**config.mk**
```make
export PLATFORM = sky130hd
export DESIGN_NAME = glay_top
export DESIGN_NICKNAME = d
export VERILOG_FILES = /design/src/verilog/glay_pkg.sv /design/src/verilog/glay_top.sv /design/src/verilog/sum_reduce.sv /design/src/verilog/cluster_engine.sv /design/src/verilog/kernel_control.sv
export SDC_FILE = /design/constraint.sdc
export NUM_CORES = 1
export LEC_CHECK = 0
export BUFFER_PORTS_ARGS = -buffer_cell sky130_fd_sc_hd__buf_2
export CAP_MARGIN = 0
export CORE_MARGIN = 2
export CORE_UTILIZATION = 57
export DETAILED_ROUTE_END_ITERATION = 16
export PLACE_DENSITY = 0.77
export SLEW_MARGIN = 5
export SYNTH_ARGS = -nofsm -noshare
export SYNTH_HDL_FRONTEND = slang
export SYNTH_SLANG_ARGS = --single-unit
```
**constraint.sdc**
```tcl
create_clock -name ap_clk -period 3.5 [get_ports ap_clk]
set_input_delay 0.175 -clock ap_clk [delete_from_list [all_inputs] [get_ports ap_clk]]
set_output_delay 0.175 -clock ap_clk [all_outputs]
set_load 0.01 [all_outputs]
```
**src/verilog/glay_pkg.sv**
```systemverilog
`default_nettype none

package glay_pkg;

    // ----------------------------------------
    // Shared widths
    // ----------------------------------------

    // Vertex ids, descriptor base and count
    localparam int VERTEX_W = 16;

    // Partial sums and final result, wrapping modulo 2^SUM_W
    localparam int SUM_W = 32;

    // ----------------------------------------
    // Controller FSM
    // ----------------------------------------

    // ap_ctrl_chain sequence, SETUP waits on cluster clearing
    typedef enum logic [2:0] {
        CTRL_RESET,
        CTRL_IDLE,
        CTRL_SETUP,
        CTRL_READY,
        CTRL_START,
        CTRL_BUSY,
        CTRL_DONE
    } ctrl_state_t;

    // ----------------------------------------
    // Cluster FSM
    // ----------------------------------------

    // Clear after reset, then wait / walk / hold per run
    typedef enum logic [1:0] {
        CLUSTER_CLEAR,
        CLUSTER_WAIT,
        CLUSTER_WALK,
        CLUSTER_HOLD
    } cluster_state_t;

endpackage : glay_pkg

`default_nettype wire
```
**src/verilog/glay_top.sv**
```systemverilog
`timescale 1ns/100ps
`default_nettype none

module glay_top #(
    parameter int NUM_GRAPH_CLUSTERS = 4,
    parameter int SETUP_CYCLES       = 8
) (
    input  logic                          ap_clk,
    input  logic                          control_areset,
    input  logic                          ap_start,
    input  logic                          ap_continue,
    input  logic [glay_pkg::VERTEX_W-1:0] vertex_base,
    input  logic [glay_pkg::VERTEX_W-1:0] vertex_count,
    output logic                          ap_ready,
    output logic                          ap_done,
    output logic                          ap_idle,
    output logic [glay_pkg::SUM_W-1:0]    result_sum
);

    import glay_pkg::*;

    // Descriptor broadcast
    logic                desc_valid;
    logic [VERTEX_W-1:0] desc_base;
    logic [VERTEX_W-1:0] desc_count;

    // Per-cluster status, one bit each
    logic [NUM_GRAPH_CLUSTERS-1:0] cu_setup;
    logic [NUM_GRAPH_CLUSTERS-1:0] cu_done;

    // Partial sums, cluster k in word k
    logic [NUM_GRAPH_CLUSTERS*SUM_W-1:0] partial_sums;

    // ----------------------------------------
    // Kernel controller
    // ----------------------------------------

    kernel_control #(
        .NUM_GRAPH_CLUSTERS(NUM_GRAPH_CLUSTERS)
    ) u_kernel_control (
        .ap_clk        (ap_clk),
        .control_areset(control_areset),
        .ap_start      (ap_start),
        .ap_continue   (ap_continue),
        .vertex_base   (vertex_base),
        .vertex_count  (vertex_count),
        .cu_setup      (cu_setup),
        .cu_done       (cu_done),
        .ap_ready      (ap_ready),
        .ap_done       (ap_done),
        .ap_idle       (ap_idle),
        .desc_valid    (desc_valid),
        .desc_base     (desc_base),
        .desc_count    (desc_count)
    );

    // ----------------------------------------
    // Cluster array
    // ----------------------------------------

    genvar k;

    generate
        for (k = 0; k < NUM_GRAPH_CLUSTERS; k++) begin : g_cluster
            // Cluster k walks indices k, k+N, k+2N and so on
            cluster_engine #(
                .NUM_GRAPH_CLUSTERS(NUM_GRAPH_CLUSTERS),
                .SETUP_CYCLES      (SETUP_CYCLES),
                .CLUSTER_ID        (k)
            ) u_cluster_engine (
                .ap_clk        (ap_clk),
                .control_areset(control_areset),
                .desc_valid    (desc_valid),
                .desc_base     (desc_base),
                .desc_count    (desc_count),
                .cu_setup      (cu_setup[k]),
                .cu_done       (cu_done[k]),
                .partial_sum   (partial_sums[k*SUM_W +: SUM_W])
            );
        end
    endgenerate

    // ----------------------------------------
    // Reduction
    // ----------------------------------------

    sum_reduce #(
        .NUM_GRAPH_CLUSTERS(NUM_GRAPH_CLUSTERS)
    ) u_sum_reduce (
        .ap_clk        (ap_clk),
        .control_areset(control_areset),
        .partial_sums  (partial_sums),
        .result_sum    (result_sum)
    );

endmodule : glay_top

`default_nettype wire

```
**src/verilog/sum_reduce.sv**
```systemverilog
`timescale 1ns/100ps
`default_nettype none

module sum_reduce #(
    parameter int NUM_GRAPH_CLUSTERS = 4
) (
    input  logic                                       ap_clk,
    input  logic                                       control_areset,
    input  logic [NUM_GRAPH_CLUSTERS*glay_pkg::SUM_W-1:0] partial_sums,
    output logic [glay_pkg::SUM_W-1:0]                 result_sum
);

    import glay_pkg::*;

    // Tree depth, one register per level
    localparam int LEVELS = (NUM_GRAPH_CLUSTERS > 1) ? $clog2(NUM_GRAPH_CLUSTERS) : 0;
    // Leaves padded to a power of two
    localparam int LEAVES = 1 << LEVELS;

    genvar g;

    generate
        if (LEVELS == 0) begin : g_single
            // Single cluster, sum already registered in the cluster
            assign result_sum = partial_sums[SUM_W-1:0];
        end else begin : g_tree
            // Heap order, node k has children 2k+1 and 2k+2
            logic [SUM_W-1:0] tree_node [2*LEAVES-1];
            logic [SUM_W-1:0] node_q    [LEAVES-1];

            // Internal nodes come from the adder registers
            for (g = 0; g < LEAVES - 1; g++) begin : g_inner
                assign tree_node[g] = node_q[g];
            end

            // Leaves, unused slots read as zero
            for (g = 0; g < LEAVES; g++) begin : g_leaf
                if (g < NUM_GRAPH_CLUSTERS) begin : g_used
                    assign tree_node[LEAVES-1+g] = partial_sums[g*SUM_W +: SUM_W];
                end else begin : g_pad
                    assign tree_node[LEAVES-1+g] = '0;
                end
            end

            // Pairwise adds, wrapping at SUM_W
            always_ff @(posedge ap_clk) begin
                if (control_areset) begin
                    for (int k = 0; k < LEAVES - 1; k++) begin
                        node_q[k] <= '0;
                    end
                end else begin
                    for (int k = 0; k < LEAVES - 1; k++) begin
                        node_q[k] <= tree_node[2*k+1] + tree_node[2*k+2];
                    end
                end
            end

            assign result_sum = tree_node[0];
        end
    endgenerate

endmodule : sum_reduce

`default_nettype wire

```
**src/verilog/cluster_engine.sv**
```systemverilog
`timescale 1ns/100ps
`default_nettype none

module cluster_engine #(
    parameter int NUM_GRAPH_CLUSTERS = 4,
    parameter int SETUP_CYCLES       = 8,
    parameter int CLUSTER_ID         = 0
) (
    input  logic                          ap_clk,
    input  logic                          control_areset,
    input  logic                          desc_valid,
    input  logic [glay_pkg::VERTEX_W-1:0] desc_base,
    input  logic [glay_pkg::VERTEX_W-1:0] desc_count,
    output logic                          cu_setup,
    output logic                          cu_done,
    output logic [glay_pkg::SUM_W-1:0]    partial_sum
);

    import glay_pkg::*;

    // Extra bit so the stride cannot wrap past the count
    localparam int IDX_W   = VERTEX_W + 1;
    localparam int CLEAR_W = $clog2(SETUP_CYCLES + 1);

    cluster_state_t state;

    logic [CLEAR_W-1:0]  clear_count;
    logic [IDX_W-1:0]    vertex_idx;
    // Descriptor copy for this run
    logic [VERTEX_W-1:0] base_q;
    logic [VERTEX_W-1:0] count_q;

    // ----------------------------------------
    // Run descriptor and walk index
    // ----------------------------------------

    always_ff @(posedge ap_clk) begin
        if (state == CLUSTER_WAIT && desc_valid) begin
            base_q     <= desc_base;
            count_q    <= desc_count;
            // First vertex of this cluster's stripe
            vertex_idx <= IDX_W'(CLUSTER_ID);
        end else if (state == CLUSTER_WALK) begin
            vertex_idx <= vertex_idx + IDX_W'(NUM_GRAPH_CLUSTERS);
        end
    end

    // ----------------------------------------
    // Cluster FSM
    // ----------------------------------------

    always_ff @(posedge ap_clk) begin
        if (control_areset) begin
            state       <= CLUSTER_CLEAR;
            clear_count <= '0;
            cu_setup    <= 1'b1;
            cu_done     <= 1'b0;
            partial_sum <= '0;
        end else begin
            case (state)
                CLUSTER_CLEAR: begin
                    // Scratch clearing, one count per cycle
                    partial_sum <= '0;
                    if (clear_count == CLEAR_W'(SETUP_CYCLES - 1)) begin
                        cu_setup <= 1'b0;
                        state    <= CLUSTER_WAIT;
                    end else begin
                        clear_count <= clear_count + 1'b1;
                    end
                end
                CLUSTER_WAIT: begin
                    if (desc_valid) begin
                        // Previous result stays visible until here
                        partial_sum <= '0;
                        state       <= CLUSTER_WALK;
                    end
                end
                CLUSTER_WALK: begin
                    if (vertex_idx < {1'b0, count_q}) begin
                        // Vertex id is base plus index
                        partial_sum <= partial_sum + SUM_W'(base_q) + SUM_W'(vertex_idx);
                    end else begin
                        // Stripe exhausted
                        cu_done <= 1'b1;
                        state   <= CLUSTER_HOLD;
                    end
                end
                CLUSTER_HOLD: begin
                    // Controller drops valid once it sees all done
                    if (!desc_valid) begin
                        cu_done <= 1'b0;
                        state   <= CLUSTER_WAIT;
                    end
                end
                default: begin
                    state <= CLUSTER_CLEAR;
                end
            endcase
        end
    end

endmodule : cluster_engine

`default_nettype wire

```
**src/verilog/kernel_control.sv**
```systemverilog
`timescale 1ns/100ps
`default_nettype none

module kernel_control #(
    parameter int NUM_GRAPH_CLUSTERS = 4
) (
    input  logic                          ap_clk,
    input  logic                          control_areset,
    input  logic                          ap_start,
    input  logic                          ap_continue,
    input  logic [glay_pkg::VERTEX_W-1:0] vertex_base,
    input  logic [glay_pkg::VERTEX_W-1:0] vertex_count,
    input  logic [NUM_GRAPH_CLUSTERS-1:0] cu_setup,
    input  logic [NUM_GRAPH_CLUSTERS-1:0] cu_done,
    output logic                          ap_ready,
    output logic                          ap_done,
    output logic                          ap_idle,
    output logic                          desc_valid,
    output logic [glay_pkg::VERTEX_W-1:0] desc_base,
    output logic [glay_pkg::VERTEX_W-1:0] desc_count
);

    import glay_pkg::*;

    // Registered host and cluster inputs
    logic                          start_q;
    logic                          continue_q;
    logic [NUM_GRAPH_CLUSTERS-1:0] cu_setup_q;
    logic [NUM_GRAPH_CLUSTERS-1:0] cu_done_q;

    // First flag stage, decoded from the state
    logic ready_s1;
    logic done_s1;
    logic idle_s1;
    logic valid_s1;

    // First descriptor stage
    logic [VERTEX_W-1:0] base_s1;
    logic [VERTEX_W-1:0] count_s1;

    ctrl_state_t current_state;
    ctrl_state_t next_state;

    // ----------------------------------------
    // Input register stage
    // ----------------------------------------

    always_ff @(posedge ap_clk) begin
        if (control_areset) begin
            start_q    <= 1'b0;
            continue_q <= 1'b0;
            // Treat clusters as still clearing until told otherwise
            cu_setup_q <= '1;
            cu_done_q  <= '0;
        end else begin
            start_q    <= ap_start;
            continue_q <= ap_continue;
            cu_setup_q <= cu_setup;
            cu_done_q  <= cu_done;
        end
    end

    // ----------------------------------------
    // Descriptor broadcast
    // ----------------------------------------

    // Two stages, same depth as the flags
    // Clusters latch the input as it was while ap_start was held
    always_ff @(posedge ap_clk) begin
        base_s1    <= vertex_base;
        count_s1   <= vertex_count;
        desc_base  <= base_s1;
        desc_count <= count_s1;
    end

    // ----------------------------------------
    // Control FSM
    // ----------------------------------------

    always_ff @(posedge ap_clk) begin
        if (control_areset) begin
            current_state <= CTRL_RESET;
        end else begin
            current_state <= next_state;
        end
    end

    always_comb begin
        next_state = current_state;
        case (current_state)
            CTRL_RESET: begin
                next_state = CTRL_IDLE;
            end
            CTRL_IDLE: begin
                next_state = CTRL_SETUP;
            end
            CTRL_SETUP: begin
                // Accept only once every cluster is out of clearing
                if (start_q && !(|cu_setup_q)) begin
                    next_state = CTRL_READY;
                end
            end
            CTRL_READY: begin
                next_state = CTRL_START;
            end
            CTRL_START: begin
                next_state = CTRL_BUSY;
            end
            CTRL_BUSY: begin
                if (&cu_done_q) begin
                    next_state = CTRL_DONE;
                end
            end
            CTRL_DONE: begin
                // Chained restart, either continue or a fresh start
                if (continue_q || start_q) begin
                    next_state = CTRL_READY;
                end
            end
            default: begin
                next_state = CTRL_RESET;
            end
        endcase
    end

    // ----------------------------------------
    // Flag stages
    // ----------------------------------------

    // Stage one, flags per state
    always_ff @(posedge ap_clk) begin
        if (control_areset) begin
            ready_s1 <= 1'b0;
            done_s1  <= 1'b0;
            idle_s1  <= 1'b1;
            valid_s1 <= 1'b0;
        end else begin
            ready_s1 <= (current_state == CTRL_READY);
            done_s1  <= (current_state == CTRL_DONE);
            // Busy window READY through BUSY
            idle_s1  <= !(current_state == CTRL_READY ||
                          current_state == CTRL_START ||
                          current_state == CTRL_BUSY);
            // Descriptor live for the whole run
            valid_s1 <= (current_state == CTRL_START ||
                         current_state == CTRL_BUSY);
        end
    end

    // Stage two, drives the ports
    always_ff @(posedge ap_clk) begin
        if (control_areset) begin
            ap_ready   <= 1'b0;
            ap_done    <= 1'b0;
            ap_idle    <= 1'b1;
            desc_valid <= 1'b0;
        end else begin
            ap_ready   <= ready_s1;
            ap_done    <= done_s1;
            ap_idle    <= idle_s1;
            desc_valid <= valid_s1;
        end
    end

endmodule : kernel_control

`default_nettype wire

```
==> reports/summary.md, run 1 <==
Synthesis
• dfxtp_1 (401), nor2_1 (308), ha_1 (255), a21oi_1 (218), nand2_1 (181) — ranking of synthesized cells by instance count
• 0 — Yosys warning total
• dfxtp_1 — cell type with the largest total area after synthesis
• dfxtp_1 (29%), edfxtp_1 (13%), ha_1 (11%) — top area cells in the synthesized netlist
• 3301 — number of nets in the synthesized netlist
• 9.53 um2 — Avg Cell Area, Syn
• 526 — number of synthesized register bits
• 0.419 — share of the yosys chip area belonging to registers
• 71 — distinct cell type count of the synthesized netlist
• 2947 — gate count of the mapped netlist
• 125 — number of flops mapped to enable cells by yosys
• 0.0281 mm2 — Cell Area, Synth
• dfxtp_1 — most instantiated library cell after synthesis
• 0.286 — share of the synthesized area in the top cell type
• dfxtp_1 — dominant synthesized flop cell
• 0 — fraction of registers with async set/reset

Pwr
• 13.9 nW — leakage power of the design
• 562 uV — IR Drop Worst-Case VDD
• 0.258 — Net Sw Frac
• 0.456 — sequential group share of total power
• 458 mW/mm2 — total power per unit cell area
• 0.0108 W — Pint
• 0.123 — Comb power frac
• 0.00375 W — switching power total
• 0.0146 W — overall power of the completed layout
• 0.421 — share of power burned in the clock network

Die
• 226 um — y dimension of the die
• 226 um — horizontal die dimension
• 0.576 — initial core utilization
• 0.0511 mm2 — Total Die Area
• 0.0487 mm2 — Core Region
• 71 — number of ports placed on the die boundary
• 81 — number of cell rows

STA
• 0.0149 ns — post-route clock skew
• 0 — total of endpoints with negative setup slack in the final report
• 0 ns — sum of negative setup slack
• 0.956 — final critical-path share of the clock period
• 0 — hold violation count in the final report
• 0.190 ns — final-layout worst hold slack
• 0.234 — Max-slew headroom
• 299 MHz — Max Clock Freq
• 1.15 ns — pin slew with the least headroom to its limit
• 0 — total count of max-transition violations in the final report
• 3.35 ns — Min Clock Period, post-route

Placement
• 3636 — post-placement cell count
• 53600 um — post-detailed-placement half-perimeter wirelength
• 70 — count of buffers inserted at the top-level ports
• 0.924 — placer congestion estimate

Clocking
• 55 — clock buffer count from CTS
• 526 — clock tree sinks
• 0.06 ns — clock-pin slew on the worst setup and hold paths
• clkbuf_16 — root buffer cell
• 3 — worst-case clock buffer depth
• 0.62 ns — insertion delay to the later sink of the worst-skew pair
• 2 — H-tree depth
• built — clock tree from TritonCTS

Drt
• 22.2k — via total after detailed routing
• 0 — DRC Markers
• 0 — Antenna Nets Post-Route
• 5.88 — number of vias per cell
• 7 — count of TritonRoute iterations in the first routing pass
• 71800 um — detailed-route wire length
• 19.0 um — Routed wire per std cell
• 1648 — number of DRC violations after detailed-routing iteration 0

Final layout
• 3778 — final non-filler cell total
• 13.1% — area added between synthesis and finish
• 0 — # diodes
• 3423 — nets
• 0.651 — Final Util
• 0.0951 — proportion of layout cells with a drive suffix above 1
• 3868 — Filler cells

Worst setup path
• 3.99 ns — required arrival time at the worst endpoint
• 0.50 ns — worst stage delay on the critical path
• 1 — Buf+Inv Stages, Crit Path
• 5 — largest fanout on the critical path
• 3.84 ns — WP data arrival
• simple AND/OR/NAND/NOR gates — gate family responsible for the most delay along the worst path
• fa_1, ha_1, or4_1, a21oi_1, or2_2, o31ai_1, buf_4, a221o_2, and2_1, nand4_1, o21ai_0 — crit path cell chain
• 0.15 ns — setup slack of the most critical reg-to-reg path
• or4_1 — Worst path slowest cell
• flip-flop to flip-flop — startpoint-to-endpoint class of the critical path
• flip-flop — CP endpoint kind
• flip-flop — sort of element at the start of the critical path

Global route
• 21.5k — via count of the first global-routing pass
• 0 — gr ovfl total
• 0.281 — Total GRT Usage
• 113000 um — wire length of the first global-routing pass
• 0 — antenna violations before repair
• 71 — maximum number of pins on one net before global-route repair

Worst hold path
• input pin to flip-flop — worst hold path class

Flow run
• 0 — number of max-cap violations

Run status
• complete, no violations — result of the run

## what timing repair did
item,in CTS,in global routing
setup endpoints to repair,14,52
endpoints found under the hold margin,44,0
setup buffers,0,4
pin swaps,0,16
hold buffers,35,0
resized for setup,8,32
gates cloned,0,1
## per-layer routing
metal  vias up  track usage  wire, um
met5         -            0         0
met4         0        0.127      3190
met3       168       0.0418      4520
met2       721        0.472     33600
met1     10600        0.358     30500
li1      10800            -         -
## sequential cells by signal (all words and copies together) (netlist names), 16 cells and up
signal,count
g_cluster.u_cluster_engine.partial_sum,128
u_sum_reduce.g_tree.node_q,96
g_cluster.u_cluster_engine.base_q,64
g_cluster.u_cluster_engine.count_q,61
g_cluster.u_cluster_engine.vertex_idx,60
g_cluster.u_cluster_engine.clear_count,16
u_kernel_control.base_s1,16
u_kernel_control.count_s1,16
u_kernel_control.desc_base,16
u_kernel_control.desc_count,16
## worst paths after layout
kind                                                        end                                        start  depth (start not counted)
setup reg to reg  g_cluster[2].u_cluster_engine.partial_sum[28]  g_cluster[2].u_cluster_engine.vertex_idx[7]                         11
setup / recovery  g_cluster[2].u_cluster_engine.partial_sum[28]  g_cluster[2].u_cluster_engine.vertex_idx[7]                         11
hold / removal                      u_kernel_control.base_s1[5]                               vertex_base[5]                          2
hold reg to reg                  u_kernel_control.desc_base[13]                 u_kernel_control.base_s1[13]                          0
## area by class of cell
cell class	instances	area, um2	area share
timing repair buffer	185	1310	0.0412
clock inverter	29	303	0.00953
tap	664	831	0.0262
multi-input combinational	2147	15300	0.483
sequential	526	11800	0.371
inverter	154	578	0.0182
clock buffer	73	1620	0.0510
## power groups by stage
stage	clock [W]	combinational, W	sequential [W]
after CTS	0.00621	0.00174	0.00664
after detailed placement	0	0.00168	0.00677
final	0.00613	0.00179	0.00664
after floorplan	0	0.00117	0.00670
after global routing	0.00644	0.00201	0.00666
after global placement	0	0.00161	0.00675
## stage by stage
| step | setup WS, ns | cell area, um2 |
|---|---|---|
| after floorplan | 0.208 | 28100 |
| after global placement | -0.0366 | 29300 |
| after detailed placement | -0.153 | 29300 |
| after CTS | 0.00538 | 31600 |
| after global routing | -0.0197 | 31800 |
| final | 0.153 | 31800 |
## cells in the final DEF (no fill, tap or decap), drive strengths merged, types with 22 or more instances in the layout
| cell type | netlist | routed |
|---|---|---|
| dfxtp | 401 | 401 |
| nor2 | 308 | 308 |
| ha | 255 | 255 |
| a21oi | 218 | 218 |
| nand2 | 181 | 181 |
| o21ai | 165 | 165 |
| inv | 154 | 158 |
| buf | 51 | 150 |
| edfxtp | 125 | 125 |
| xnor2 | 99 | 99 |
| a21o | 95 | 95 |
| nand3 | 93 | 93 |
| xor2 | 86 | 86 |
| clkbuf | 70 | 73 |
| fa | 63 | 63 |
| nand4 | 57 | 57 |
| or3 | 46 | 46 |
| nor3 | 46 | 46 |
| nor2b | 40 | 40 |
| dlygate4sd3 | 0 | 35 |
| a31oi | 33 | 33 |
| o21a | 31 | 31 |
| and3 | 31 | 31 |
| a22oi | 31 | 31 |
| and2 | 22 | 22 |
## cell families (layout without fill, tap and decap cells)
| group | after synthesis | after routing | share of synthesized area |
|---|---|---|---|
| compound gates | 729 | 730 | 0.164 |
| flops | 526 | 526 | 0.419 |
| mux | 19 | 19 | 0.00699 |
| xor+xnor | 185 | 185 | 0.0577 |
| simple gates | 895 | 895 | 0.152 |
| fa+ha+maj | 318 | 318 | 0.159 |
| buf+inv | 275 | 441 | 0.0414 |
Power figures use the tool's default switching activity.
==> run 2, diff against run 1 <==
--- a/config.mk
+++ b/config.mk
@@ -7,7 +7,7 @@
 export LEC_CHECK = 0
 export BUFFER_PORTS_ARGS = -buffer_cell sky130_fd_sc_hd__buf_2
 export CAP_MARGIN = 0
-export CORE_MARGIN = 2
+export CORE_MARGIN = 4
 export CORE_UTILIZATION = 57
 export DETAILED_ROUTE_END_ITERATION = 16
 export PLACE_DENSITY = 0.77
==> run 2 against run 1 <==
  * Critical path depth is 1 higher
  * Register-to-register slack is essentially flat
  * Die area grew 3.6%
  * Largest power group unchanged
  * Non-clock buffer count down 11
==> reports/summary.md, run 2 (synthesis results as in run 1) <==
Run status
• complete, no violations — result of the run, unchanged

Die
• 0.0488 mm2 — Core Region, was 0.0487 mm2
• 230 um — y dimension of the die, was 226 um
• 0.575 — initial core utilization, was 0.576
• 71 — number of ports placed on the die boundary, unchanged
• 230 um — horizontal die dimension, was 226 um
• 0.0529 mm2 — Total Die Area, was 0.0511 mm2
• 81 — number of cell rows, unchanged

Final layout
• 0 — # diodes, unchanged
• 3874 — Filler cells, was 3868
• 3410 — nets, was 3423
• 0.647 — Final Util, was 0.651
• 12.6% — area added between synthesis and finish, was 13.1%
• 0.0153 mm2 — area used by multi-input combinational logic, about the same
• dfxtp_1 (400), nor2_1 (307), ha_1 (255) — most frequent cells in the layout, unchanged
• 0.0118 mm2 — area taken by flip-flops and latches, unchanged
• 128 — max reg flops, unchanged
• 0.0910 — proportion of layout cells with a drive suffix above 1, was 0.0951
• 0.0316 mm2 — Final Cell Area, was 0.0318 mm2
• g_cluster.u_cluster_engine.partial_sum — register containing the most flip-flops in the final layout, unchanged
• g_cluster.u_cluster_engine.partial_sum x128, u_sum_reduce.g_tree.node_q x96, g_cluster.u_cluster_engine.base_q x64 — Largest regs, unchanged
• dfxtp_1 — most frequent standard cell in the layout excluding fill and tap cells, unchanged

Global route
• 0 — gr ovfl total, unchanged
• 73 — maximum number of pins on one net before global-route repair, was 71
• 0 — antenna violations before repair, unchanged
• 21.9k — via count of the first global-routing pass, was 21.5k
• 0.275 — Total GRT Usage, was 0.281
• 117000 um — wire length of the first global-routing pass, was 113000 um

Drt
• 5.95 — number of vias per cell, was 5.88
• 22.4k — via total after detailed routing, was 22.2k
• 73800 um — detailed-route wire length, was 71800 um
• 0 — Antenna Nets Post-Route, unchanged
• 2045 — number of DRC violations after detailed-routing iteration 0, was 1648
• 19.6 um — Routed wire per std cell, was 19.0 um
• 0 — DRC Markers, unchanged
• 5 — count of TritonRoute iterations in the first routing pass, was 7

Placement
• 0.974 — placer congestion estimate, was 0.924
• 70 — count of buffers inserted at the top-level ports, unchanged
• 0.0292 mm2 — total placed instance area, was 0.0293 mm2
• 55300 um — post-detailed-placement half-perimeter wirelength, was 53600 um

STA
• 0 — total count of max-transition violations in the final report, unchanged
• 0.955 — final critical-path share of the clock period, was 0.956
• yes — setup repair after global routing missed its margin
• 3.34 ns — Min Clock Period, post-route, was 3.35 ns
• 0 — hold violation count in the final report, unchanged
• 0 — total of endpoints with negative setup slack in the final report, unchanged
• 1.12 ns — pin slew with the least headroom to its limit, was 1.15 ns
• 0.254 — Max-slew headroom, was 0.234
• 0.0190 ns — post-route clock skew, was 0.0149 ns
• 299 MHz — Max Clock Freq, about the same

Clocking
• 0.07 ns — clock-pin slew on the worst setup and hold paths, was 0.06 ns
• 2 — H-tree depth, unchanged
• 526 — clock tree sinks, unchanged
• 3 — worst-case clock buffer depth, unchanged
• 54 — clock buffer count from CTS, was 55
• built — clock tree from TritonCTS, unchanged
• clkbuf_16 — root buffer cell, unchanged
• 0.61 ns — insertion delay to the later sink of the worst-skew pair, was 0.62 ns

Worst setup path
• flip-flop — CP endpoint kind, unchanged
• flip-flop to flip-flop — startpoint-to-endpoint class of the critical path, unchanged
• 4.03 ns — required arrival time at the worst endpoint, was 3.99 ns
• 8 — largest fanout on the critical path, was 5
• flip-flop — sort of element at the start of the critical path, unchanged
• 3.87 ns — WP data arrival, was 3.84 ns

Pwr
• 534 uV — IR Drop Worst-Case VDD, was 562 uV
• 13.9 nW — leakage power of the design, about the same
• 457 mW/mm2 — total power per unit cell area, was 458 mW/mm2

Flow run
• 0 — number of max-cap violations, unchanged

Worst hold path
• input pin to flip-flop — worst hold path class, unchanged

-- run 2: cell count changes in the layout (fill, tap and decap cells not counted), moves of 3 or more --
cell	change
clkinv_1	+3
clkinv_4	+6
clkinv_2	-8
buf_4	-11
clkbuf_8	-4
-- run 2: path summary, 6_finish.rpt --
check | start | end | slack (ns) | cells after the start
min | vertex_base[14] | u_kernel_control.base_s1[14] | 0.21 | 2
min reg2reg | u_kernel_control.count_s1[15] | u_kernel_control.desc_count[15] | 0.33 | 0
max reg2reg | g_cluster[1].u_cluster_engine.base_q[6] | g_cluster[1].u_cluster_engine.partial_sum[27] | 0.16 | 12
max | g_cluster[1].u_cluster_engine.base_q[6] | g_cluster[1].u_cluster_engine.partial_sum[27] | 0.16 | 12
-- run 2: area by class of cell --
cell class              count  area share
multi-input cells        2146       0.485
well taps                 664      0.0263
clock buffers              73      0.0507
inverters                 154      0.0183
flip-flops and latches    526       0.373
repair buffers            174      0.0387
clock inverters            27     0.00859
-- run 2: through the flow --
stage | setup WS, ns | power [W] | TNS [ns] | hold slack [ns] | instances
2_1_floorplan | 0.208 | 0.00787 | 0 | 0.203 | 2947
3_3_place_gp | -0.0285 | 0.00836 | -0.0289 | 0.277 | 3627
3_5_place_dp | -0.108 | 0.00847 | -0.637 | 0.279 | 3627
4_1_cts | 0.0127 | 0.0145 | 0 | 0.173 | 3762
5_1_grt | -0.0147 | 0.0150 | -0.0236 | 0.199 | 3764
6_report | 0.156 | 0.0145 | 0 | 0.205 | 3764
-- run 2: worst max-delay path, stage by stage (launching register included) --
cell	delay [ns]
edfxtp_1	0.40
fa_1	0.49
ha_1	0.36
o21a_1	0.20
o21a_1	0.19
o21ai_0	0.36
nor3_2	0.11
o41ai_1	0.41
buf_4	0.19
o21ai_2	0.12
a31oi_1	0.19
o21ai_0	0.10
a21oi_1	0.16
-- run 2: repair_timing --
item                                    in CTS  in global routing
hold buffers                                35                  0
gates cloned                                 0                  0
hold endpoints to repair                    36                  0
resized for setup                            6                 34
pin swaps                                    0                 14
setup buffers                                0                  2
endpoints found under the setup margin      19                 63
-- run 2: metal layers --
metal / vias to the layer above / track usage / share of wire
li1: 10700 / - / -
met1: 10700 / 0.362 / 0.42
met2: 770 / 0.447 / 0.46
met3: 179 / 0.0368 / 0.062
met4: 0 / 0.138 / 0.055
met5: - / 0 / 0
-- run 2: power by group --
group	switching, W	total [W]	internal, W
clock	0.00247	0.00600	0.00353
sequential	0.000228	0.00664	0.00641
combinational	0.00106	0.00182	0.000760
total	0.00376	0.0145	0.0107
